<file path="src/vec_alu_pkg.sv">
`default_nettype none

package vec_alu_pkg;

	// Vector word size, lane 0 sits in the top bits
	localparam int VEC_W = 64;

	typedef logic [VEC_W-1:0] vec_word_t;

	// Instruction class, bits [0:5] of the instruction word
	typedef enum logic [5:0] {
		R_ALU     = 6'b101010,
		LOAD      = 6'b100000,
		STORE     = 6'b100001,
		BRANCH_EZ = 6'b100010,
		BRANCH_NZ = 6'b100011,
		NOP       = 6'b111100
	} op_code_e;

	// R-type function field
	// Shift, divide, modulo, square and root codes decode as illegal
	typedef enum logic [5:0] {
		VNOP   = 6'b000000,
		VAND   = 6'b000001,
		VOR    = 6'b000010,
		VXOR   = 6'b000011,
		VNOT   = 6'b000100,
		VMOV   = 6'b000101,
		VADD   = 6'b000110,
		VSUB   = 6'b000111,
		VMULEU = 6'b001000,
		VMULOU = 6'b001001,
		VSLL   = 6'b001010,
		VSRL   = 6'b001011,
		VSRA   = 6'b001100,
		VRTTH  = 6'b001101,
		VDIV   = 6'b001110,
		VMOD   = 6'b001111,
		VSQEU  = 6'b010000,
		VSQOU  = 6'b010001,
		VSQRT  = 6'b010010
	} r_func_e;

	// WW field
	typedef enum logic [1:0] {
		WIDTH_8  = 2'b00,
		WIDTH_16 = 2'b01,
		WIDTH_32 = 2'b10,
		WIDTH_64 = 2'b11
	} lane_width_e;

	// Instruction as seen by the ALU
	typedef struct packed {
		op_code_e    op_code;
		r_func_e     r_func;
		lane_width_e width;
		vec_word_t   operand_a;
		vec_word_t   operand_b;
	} alu_req_t;

	// Unit that owns the result
	typedef enum logic [1:0] {
		UNIT_NONE   = 2'd0,
		UNIT_LOGIC  = 2'd1,
		UNIT_ADDSUB = 2'd2,
		UNIT_MULT   = 2'd3
	} unit_sel_e;

	// Logic unit operations
	typedef enum logic [2:0] {
		LOP_AND  = 3'd0,
		LOP_OR   = 3'd1,
		LOP_XOR  = 3'd2,
		LOP_NOT  = 3'd3,
		LOP_MOV  = 3'd4,
		LOP_RTTH = 3'd5
	} logic_op_e;

	// Decoded controls
	typedef struct packed {
		unit_sel_e unit;
		logic_op_e logic_op;
		logic      subtract;
		logic      odd_lanes;
		logic      illegal;
	} alu_ctrl_t;

endpackage

`default_nettype wire

</file>
<file path="src/vec_add_sub.sv">
`timescale 1ns/1ps
`default_nettype none

module vec_add_sub (
	input  logic                     subtract,
	input  vec_alu_pkg::lane_width_e width,
	input  vec_alu_pkg::vec_word_t   operand_a,
	input  vec_alu_pkg::vec_word_t   operand_b,
	output vec_alu_pkg::vec_word_t   sum_result
);

	import vec_alu_pkg::*;

	localparam int NUM_BYTES = VEC_W / 8;

	// Byte b is the lowest byte of a lane, byte 0 is the word LSB
	logic [NUM_BYTES-1:0] lane_start;

	// Carry into byte b from byte b-1
	logic [NUM_BYTES-1:0] carry;

	// Two's complement operand for subtract
	vec_word_t b_eff;

	always_comb begin
		case (width)
			WIDTH_8:  lane_start = 8'hff;
			WIDTH_16: lane_start = 8'h55;
			WIDTH_32: lane_start = 8'h11;
			default:  lane_start = 8'h01;
		endcase
	end

	assign b_eff = subtract ? ~operand_b : operand_b;

	// Nothing enters below the lowest byte
	assign carry[0] = 1'b0;

	for (genvar b = 0; b < NUM_BYTES; b++) begin : g_slice
		logic slice_cin;

		// Lane edge blocks the chain and takes the +1 of subtract instead
		assign slice_cin = lane_start[b] ? subtract : carry[b];

		if (b < NUM_BYTES - 1) begin : g_chain
			assign {carry[b+1], sum_result[b*8 +: 8]} =
				{1'b0, operand_a[b*8 +: 8]} + {1'b0, b_eff[b*8 +: 8]} + 9'(slice_cin);
		end else begin : g_top
			// Carry out of the word is dropped
			assign sum_result[b*8 +: 8] =
				operand_a[b*8 +: 8] + b_eff[b*8 +: 8] + 8'(slice_cin);
		end
	end

endmodule

`default_nettype wire

</file>
<file path="config.mk">
export PLATFORM = sky130hd
export DESIGN_NAME = vec_add_sub
export DESIGN_NICKNAME = d
export VERILOG_FILES = /design/src/vec_alu_pkg.sv /design/src/vec_add_sub.sv
export SDC_FILE = /design/constraint.sdc
export NUM_CORES = 1
export LEC_CHECK = 0
export ABC_AREA = 1
export BUFFER_PORTS_ARGS = -buffer_cell sky130_fd_sc_hd__buf_2
export CAP_MARGIN = 5
export CORE_MARGIN = 2
export CORE_UTILIZATION = 32
export DETAILED_ROUTE_END_ITERATION = 6
export GPL_TIMING_DRIVEN = 0
export PLACE_DENSITY = 0.64
export SLEW_MARGIN = 10
export SYNTH_ARGS = -nofsm -noshare
export SYNTH_HDL_FRONTEND = slang
export SYNTH_SLANG_ARGS = --single-unit
export TNS_END_PERCENT = 10
</file>
<file path="constraint.sdc">
create_clock -name vclk -period 30.1
set_input_delay 1.505 -clock vclk [all_inputs]
set_output_delay 1.505 -clock vclk [all_outputs]
set_load 0.01 [all_outputs]
</file>
==> results of run 1 <==
-- worst max-delay path, delay by kind of cell --
kind | cells | cell delay, ps
and+or+nand+nor | 25 | 2200
xor gates and xnor gates | 1 | 130
adders and majority gates | 15 | 6320
buffers and inverters | 4 | 560
AOI/OAI and AO/OA | 7 | 1640
-- cell type report --
class	instances	area, um2	share of cell area [%]
well taps	140	175	3.73
plain buffers	7	60.1	1.28
inverters	99	372	7.92
multi-input cells	466	3120	66.4
repair buffers	194	971	20.7
-- synth_stat cells --
| cell | number | area share (%) |
|---|---|---|
| o211ai_1 | 3 | 0.63 |
| or2_1 | 1 | 0.18 |
| buf_6 | 2 | 0.63 |
| nor2_1 | 31 | 3.3 |
| inv_2 | 1 | 0.11 |
| nand2_1 | 178 | 19 |
| buf_4 | 5 | 1.1 |
| xnor2_1 | 22 | 5.4 |
| o21ai_2 | 9 | 2.2 |
| a21oi_1 | 29 | 4.1 |
| a21o_1 | 9 | 1.9 |
| nand2_2 | 2 | 0.35 |
| ha_1 | 55 | 19 |
| nand3_1 | 32 | 4.5 |
| xor2_1 | 66 | 16 |
| o21ai_0 | 4 | 0.56 |
| o21ai_1 | 4 | 0.56 |
| and3_1 | 3 | 0.53 |
| nand3b_1 | 1 | 0.21 |
| inv_1 | 98 | 10 |
| fa_1 | 15 | 8.5 |
| nand4_1 | 2 | 0.35 |
-- power groups by stage --
stage	Sequential [mW]	Clock, mW	Combinational (mW)
2_1_floorplan	0	0	0.0954
4_1_cts	0	0	0.147
5_1_grt	0	0	0.165
3_3_place_gp	0	0	0.145
6_report	0	0	0.144
3_5_place_dp	0	0	0.146
-- cells by family after synthesis --
| group | count (synthesis) | synth area share (%) |
|---|---|---|
| xor gates and xnor gates | 88 | 21.7 |
| adders and majority gates | 70 | 27.9 |
| AOI/OAI and AO/OA | 58 | 9.98 |
| and+or+nand+nor | 250 | 28.3 |
| buffers and inverters | 106 | 12.2 |
-- final timing paths --
kind         start             end  cells after the start
min   operand_a[0]   sum_result[0]                      4
max       subtract  sum_result[62]                     52
-- routing by layer --
metal | wire [um] | GRT usage (%) | vias up
met2 | 4880 | 31.1 | 122
met3 | 802 | 2.81 | 2
li1 | - | - | 2168
met1 | 4610 | 21.0 | 1706
met5 | 0 | 0 | -
met4 | 18 | 0.181 | 0
-- stage by stage --
step           setup slack [ps]  instance area [um2]
6_report                  16240                 4690
5_1_grt                   15320                 4690
4_1_cts                   16150                 4690
3_5_place_dp              16160                 4690
3_3_place_gp              16200                 4690
2_1_floorplan             17420                 3550
==> run metrics, run 1 <==
Final setup viols 0; Final nets 969; Gate power share 100.0%; Crit. End Element output pin; Die X between 100 and 150 um; # Max-Cap Violations 0; Lkg Pwr roughly 3.0 nW; row count 38; Hold WC Path Type primary input to output pin; Max Fclk slightly above 0.07 GHz; Pwr Density 30.8 nW/um2; Rel. slew slack 58.5%; RSZ-0062 raised after global routing false; Critical Path RT between 20000 and 30000 ps; final cell count without fillers a little over 900; Routed Wire Length between 10000 and 15000 um; cell count after synthesis approximately 570; first-pass GRT wire length about 16000 um; vias in the first global route ~3.8k; n_diodes 0; Residual DRC 0; Hold WS about 3300 ps; DR pass1 iterations 4; routability cong. ~0.86; status finished clean; starting density of the core 32.7%; Post-Syn Area per Cell just over 6 um2; unique cell type count in the Yosys netlist 22; DIE AREA around 12000 um2; Overall Power roughly 0.14 mW; post-CTS sizing 0; leading cell types in the layout, fill and taps excluded buf_2 (194), nand2_1 (178), inv_1 (98); WP data arrival approximately 12000 ps; Area growth syn-to-layout 32.3%; most common cell after layout, fill and taps aside buf_2; maximum vdd drop 0.0134 mV; share of layout cells above drive strength 1 between 20% and 30%; drt initial violations 148; Post-CTS Repair Setup Buffers 0; Clk pwr share 0%; most used cell, CP nand2_1; largest net degree at the start of global routing 11; Setup Crit Path Kind primary input to output pin; num sequential 0; final core occ a little over two fifths; fin crit period around 14000 ps; Final Hold Fails 0; clock buffers 0; Fin Setup TNS 0 ps; sw frac between 50% and 60%; I/O pin total 195; period utilisation layout 46.0%; Slowest-stage cell, CP fa_1; port bufs slightly below 200; GRT Total Usage approximately 17%; fillers 1210; Avg WL per Cell ~11 um; internal power 0.0622 mW; Ys Warns 0; initial antenna violation count 0; DRT antenna net count 0; crit-path max FO 10; CP max stage delay roughly 470 ps; CP startpoint kind primary input; worst slew pin tran roughly 620 ps; placed insts about 910; detailed placement HPWL 9110 um; mapped cell area around 3500 um2; sequential cell area fraction in the yosys report 0%; NetSw just over 0.08 mW; vias per inst between 4 and 5; Final Slew Violations 0; chip height 109 um; Hold-fix buffers, CTS 0; Core Footprint ~11000 um2; syn nets just under 800; sequential power share 0%; Vias 3998; grt ovf 0; register area 0 um2
Note: power is estimated with default switching activity, not from simulation.
==> inputs of run 2 (changes only) <==
Settings changed: PLACE_DENSITY 0.64 to 0.66.
Clock period 30.1 ns to 11.1 ns, I/O delays scaled along.
==> run metrics, run 2 (same netlist as run 1, synthesis figures left out) <==
status finished clean; fillers 1220 (+0.83%); Critical Path RT 10550 ps (-18050 ps); port bufs 194 (unchanged); Vias 4071 (+1.8%); Clk pwr share 0% (unchanged); Slowest-stage cell, CP fa_2; drt initial violations 118 (-20%); leading cell types in the layout, fill and taps excluded buf_2 (194), nand2_1 (174), inv_1 (97); Rel. slew slack 63.1% (+4.6 points); fin crit period roughly 11000 ps; WP data arrival 10030 ps (-2320 ps); vias per inst 4.45 (+0.82%); vias in the first global route 3679 (-2.1%); maximum vdd drop 0.0380 mV (+180%); Top Layer Used met4; NetSw 0.228 mW (+180%); GRT Total Usage 16.3% (-0.29 points); starting density of the core 32.7% (unchanged); worst setup slack after layout 516 ps (-15730 ps); Final Hold Fails 0 (unchanged); num sequential 0 (unchanged); Setup Crit Path Kind primary input to output pin; routability cong. 0.849 (-1.7%); DP Worst Slack -961 ps (-17130 ps); Gate power share 100.0% (about the same); metal3 WL 708 um (-12%); CP startpoint kind primary input; row count 38 (unchanged); Routed Wire Length 10500 um (+1.8%); most used cell, CP nand2_1; register area 0 um2 (unchanged); hold endpoint sum_result[0]; most common cell after layout, fill and taps aside buf_2; clock buffers 0 (unchanged); I/O pin total 195 (unchanged); detailed placement HPWL 9270 um (+1.8%); Crit. End Element output pin; DRT antenna net count 0 (unchanged); Worst Hold Launch operand_a[0]; grt ovf 0 (unchanged); Final nets 977 (+0.83%); Pwr Density 84.1 nW/um2 (+170%); sequential power share 0% (unchanged); Max Fclk roughly 0.094 GHz; Lkg Pwr 3.04 nW (+1.5%); # Max-Cap Violations 0 (unchanged); initial antenna violation count 1 (+1); Core Footprint 10800 um2 (unchanged); period utilisation layout between 90% and 100%; Die X 109 um (unchanged); Hold WC Path Type primary input to output pin; sw frac 56.0% (-0.94 points); Fin Setup TNS 0 ps (unchanged); first-pass GRT wire length 16000 um (-2.3%); crit-path max FO 10 (unchanged); CP max stage delay 420 ps (-50 ps); worst slew pin tran 551 ps (-69.1 ps); internal power 0.179 mW (+190%); DR pass1 iterations 4 (unchanged); DRT met1 WL 4630 um (+0.61%); DIE AREA 11900 um2 (unchanged); Area growth syn-to-layout 36.6%; Residual DRC 0 (unchanged); largest net degree at the start of global routing 11 (unchanged); Multi-input gate area 3190 um2 (+2.5%); Avg WL per Cell 11.5 um (+0.77%); Final setup viols 0 (unchanged); Final Slew Violations 0 (unchanged); chip height 109 um (unchanged); Cells on Worst Hold Path 4 (unchanged); met2 routed wirelength 5100 um (+4.6%); share of layout cells above drive strength 1 31.8% (+4.0 points)
run 2: cell types whose count changed in the layout (fill, tap and decap cells not counted), moves of 4 or more:
cell     delta
buf_4       +7
nand2_1     -4
fa_2       +14
fa_1       -14
nand2_2     +4
run 2: area by class of cell:
class,instances,area share [%]
inverter,99,7.67
tap,140,3.61
multi-input combinational,466,65.9
timing repair buffer,202,21.3
buffer,7,1.50
antenna,1,0.0516
run 2: layer usage:
layer / track usage (%) / up-vias
met2: 30.3 / 116
met4: 0.633 / 0
met1: 20.7 / 1763
met3: 2.63 / 4
li1: - / 2188
met5: 0 / -
run 2: worst max-delay path, delay by kind of cell:
| family | cells | cell delay (ps) |
|---|---|---|
| xor gates and xnor gates | 1 | 160 |
| buffers and inverters | 4 | 500 |
| adders and majority gates | 15 | 5570 |
| and+or+nand+nor | 26 | 2060 |
| AOI/OAI and AO/OA | 7 | 1180 |
run 2: how the worst max path moves through the flow:
stage | start | depth (start not counted) | end
6_report | subtract | 53 | sum_result[62]
5_1_grt | subtract | 52 | sum_result[60]
4_1_cts | subtract | 53 | sum_result[62]
3_5_place_dp | subtract | 51 | sum_result[60]
3_3_place_gp | subtract | 52 | sum_result[62]
2_1_floorplan | subtract | 50 | sum_result[60]
run 2: timing repair:
item / in CTS / in global routing
hold buffers: 0 / 0
setup buffers: 4 / 4
pin swaps: 5 / 8
resized for setup: 17 / 13
endpoints found under the setup margin: 8 / 7
run 2: power by group through the flow:
| stage | Clock (mW) | Combinational, mW | Sequential, mW |
|---|---|---|---|
| floorplan | 0 | 0.259 | 0 |
| global placement | 0 | 0.391 | 0 |
| detailed placement | 0 | 0.394 | 0 |
| CTS | 0 | 0.405 | 0 |
| global route | 0 | 0.463 | 0 |
| finish | 0.0000000121 | 0.407 | 0 |
run 2: metrics by stage:
step | power, mW | instance area (um2) | hold slack, ps | utilization [%] | cells
CTS | 0.405 | 4770 | 1410 | 44.0 | 910
global placement | 0.391 | 4690 | 1410 | 43.3 | 906
finish | 0.407 | 4850 | 1410 | 44.7 | 915
floorplan | 0.259 | 3550 | 1230 | - | 572
global route | 0.463 | 4840 | 1430 | 44.7 | 914
detailed placement | 0.394 | 4690 | 1410 | 43.3 | 906
==> inputs of run 3 (changes only) <==
Settings changed: ABC_AREA 1 to unset, PLACE_DENSITY 0.66 to 0.67.
==> run metrics, run 3 <==
Final nets 836 (-14%); drt initial violations 77 (-35%); area share of the largest cell type after synthesis 20.9% (+1.5 points); fin area 4630 um2 (-4.4%); Lkg Pwr 2.36 nW (-22%); Crit path buffers/inverters 5 (+1); top post-synthesis cells by count xor2_1 (64), ha_1 (55), inv_1 (44); starting density of the core 33.3% (+0.60 points); fin crit period 12110 ps (+1520 ps); Ys Warns 0 (unchanged); vias in the first global route 3799 (+3.3%); Rel. slew slack 25.9% (-37 points); most used cell, CP fa_2; Core Footprint 9860 um2 (-9.0%); fillers 1028 (-16%); sequential cell area fraction in the yosys report 0% (unchanged); register area 0 um2 (unchanged); leading cell types in the layout, fill and taps excluded buf_2 (197), xor2_1 (63), ha_1 (55); period utilisation layout 109% (+14 points); Residual DRC 0 (unchanged); WP data arrival 11550 ps (+1520 ps); final core occ 46.9% (+2.2 points); share of layout cells above drive strength 1 38.9% (+7.1 points); # Max-Cap Violations 0 (unchanged); Final Slew Violations 0 (unchanged); worst setup slack after layout -1010 ps (-1520 ps); Final Hold Fails 0 (unchanged); post-synthesis compound-gate area fraction 20.4% (+10 points); Multi-input gate area 3170 um2 (-0.74%); maximum vdd drop 0.0389 mV (+2.4%); port bufs 193 (-0.52%); Max Fclk 0.0826 GHz (-13%); Pwr Density 88.3 nW/um2 (+5.1%); mapped cell area 3290 um2 (-7.3%); DRT met1 WL 4390 um (-5.3%); leading area contributor after synthesis ha_1; top cells by area, synth ha_1 (21%), xor2_1 (17%), fa_1 (9.1%), xnor2_1 (8.8%), inv_1 (5.0%); num sequential 0 (unchanged); Crit. End Element output pin; most common cell after layout, fill and taps aside buf_2; row count 36 (-5.3%); cell count after synthesis 429 (-25%); Hold-fix buffers, CTS 0 (unchanged); Post-Synth Adder-Cell Area 30.1% (+2.2 points); placed instance area 4480 um2 (-4.6%); routability cong. 0.811 (-4.5%); RSZ-0062 raised after global routing true; chip height 105 um (-3.6%); first-pass GRT wire length 16900 um (+6.0%); Avg WL per Cell 13.6 um (+19%); status finished with violations; metal3 WL 591 um (-17%); Slowest-stage cell, CP fa_2; n_diodes 0 (-1); worst slew pin tran 1100 ps (+552 ps); mux cell area share after synthesis 1.03% (+1.0 points); syn nets 630 (-18%); Vias 3720 (-8.6%); DRT antenna net count 0 (unchanged); violated checks setup timing; CP max stage delay 380 ps (-40 ps); detailed placement HPWL 8890 um (-4.1%); met2 routed wirelength 5420 um (+6.2%); I/O pin total 195 (unchanged); Overall Power 0.409 mW (+0.41%); Die X 105 um (-3.6%); DIE AREA 11100 um2 (-7.1%); unique cell type count in the Yosys netlist 41 (+86%); Final setup viols 8 (+8); Synth Area in Simple Gates 16.1% (-12 points); grt ovf 0 (unchanged); Critical Path RT 10550 ps (about the same); initial antenna violation count 0 (-1); largest family of logic cells by synthesized area adder cells; Post-Syn Area per Cell 7.66 um2 (+24%); Top Layer Used met4; Hold WC Path Type primary input to output pin; Routed Wire Length 10400 um (-0.38%); count leader, synth xor2_1; Area growth syn-to-layout 40.9%; GRT Total Usage 18.1% (+1.8 points); CP delay by family, top adder cells; DR pass1 iterations 4 (unchanged); xor and xnor area share after synthesis 25.8% (+4.1 points); vias per inst 4.86 (+9.2%); crit-path max FO 6 (-4); Setup Crit Path Kind primary input to output pin; largest net degree at the start of global routing 11 (unchanged); CP startpoint kind primary input; clock buffers 0 (unchanged)
-- run 3: cell count changes in the layout (fill, tap and decap cells not counted), moves of 14 or more --
cell	delta
nand2_1	-162
a21oi_1	-14
inv_1	-54
nor2b_1	+16
nor3_1	+17
o21a_1	+22
nand3_1	-18
-- run 3: worst paths after layout --
check,startpoint,to,slack [ps],depth (start not counted)
worst min-delay path,operand_a[0],sum_result[0],1410,3
worst max-delay path,subtract,sum_result[62],-1010,61
-- run 3: timing repair --
| item | 4_1_cts | 5_1_grt |
|---|---|---|
| gates resized for setup | 6 | 14 |
| pin swaps | 10 | 8 |
| setup endpoints to repair | 10 | 14 |
| setup buffers | 9 | 2 |
-- run 3: stage by stage --
stage | setup TNS, ps | hold WS (ps) | instances | worst slack, ps
2_1_floorplan | -1660 | 1190 | 429 | -515
3_3_place_gp | -9730 | 1410 | 755 | -1520
3_5_place_dp | -10820 | 1410 | 755 | -1670
4_1_cts | -6080 | 1410 | 764 | -1160
5_1_grt | -12000 | 1430 | 766 | -1770
6_report | -5110 | 1410 | 766 | -1010
-- run 3: logic make-up (layout without fill, tap and decap cells) --
kind of cell,after synthesis,in the layout
simple gates,110,110
xor+xnor,97,97
compound gates,96,96
fa+ha+maj,70,70
buf+inv,53,257
mux,3,3
-- run 3: cell type report --
cell class                 instances  share of cell area [%]
tap                              133                    3.59
multi-input combinational        376                    68.4
buffer                             9                    1.62
inverter                          44                    3.57
timing repair buffer             204                    22.8
-- run 3: per-layer routing --
metal / global-route usage [%] / vias up
met2: 35.5 / 117
met3: 2.41 / 4
met1: 21.4 / 1706
li1: - / 1893
met5: 0 / -
met4: 1.24 / 0
-- run 3: where the power goes --
group | internal (mW) | switching, mW
Combinational | 0.193 | 0.216
Sequential | 0 | 0
Clock | 0 | 0
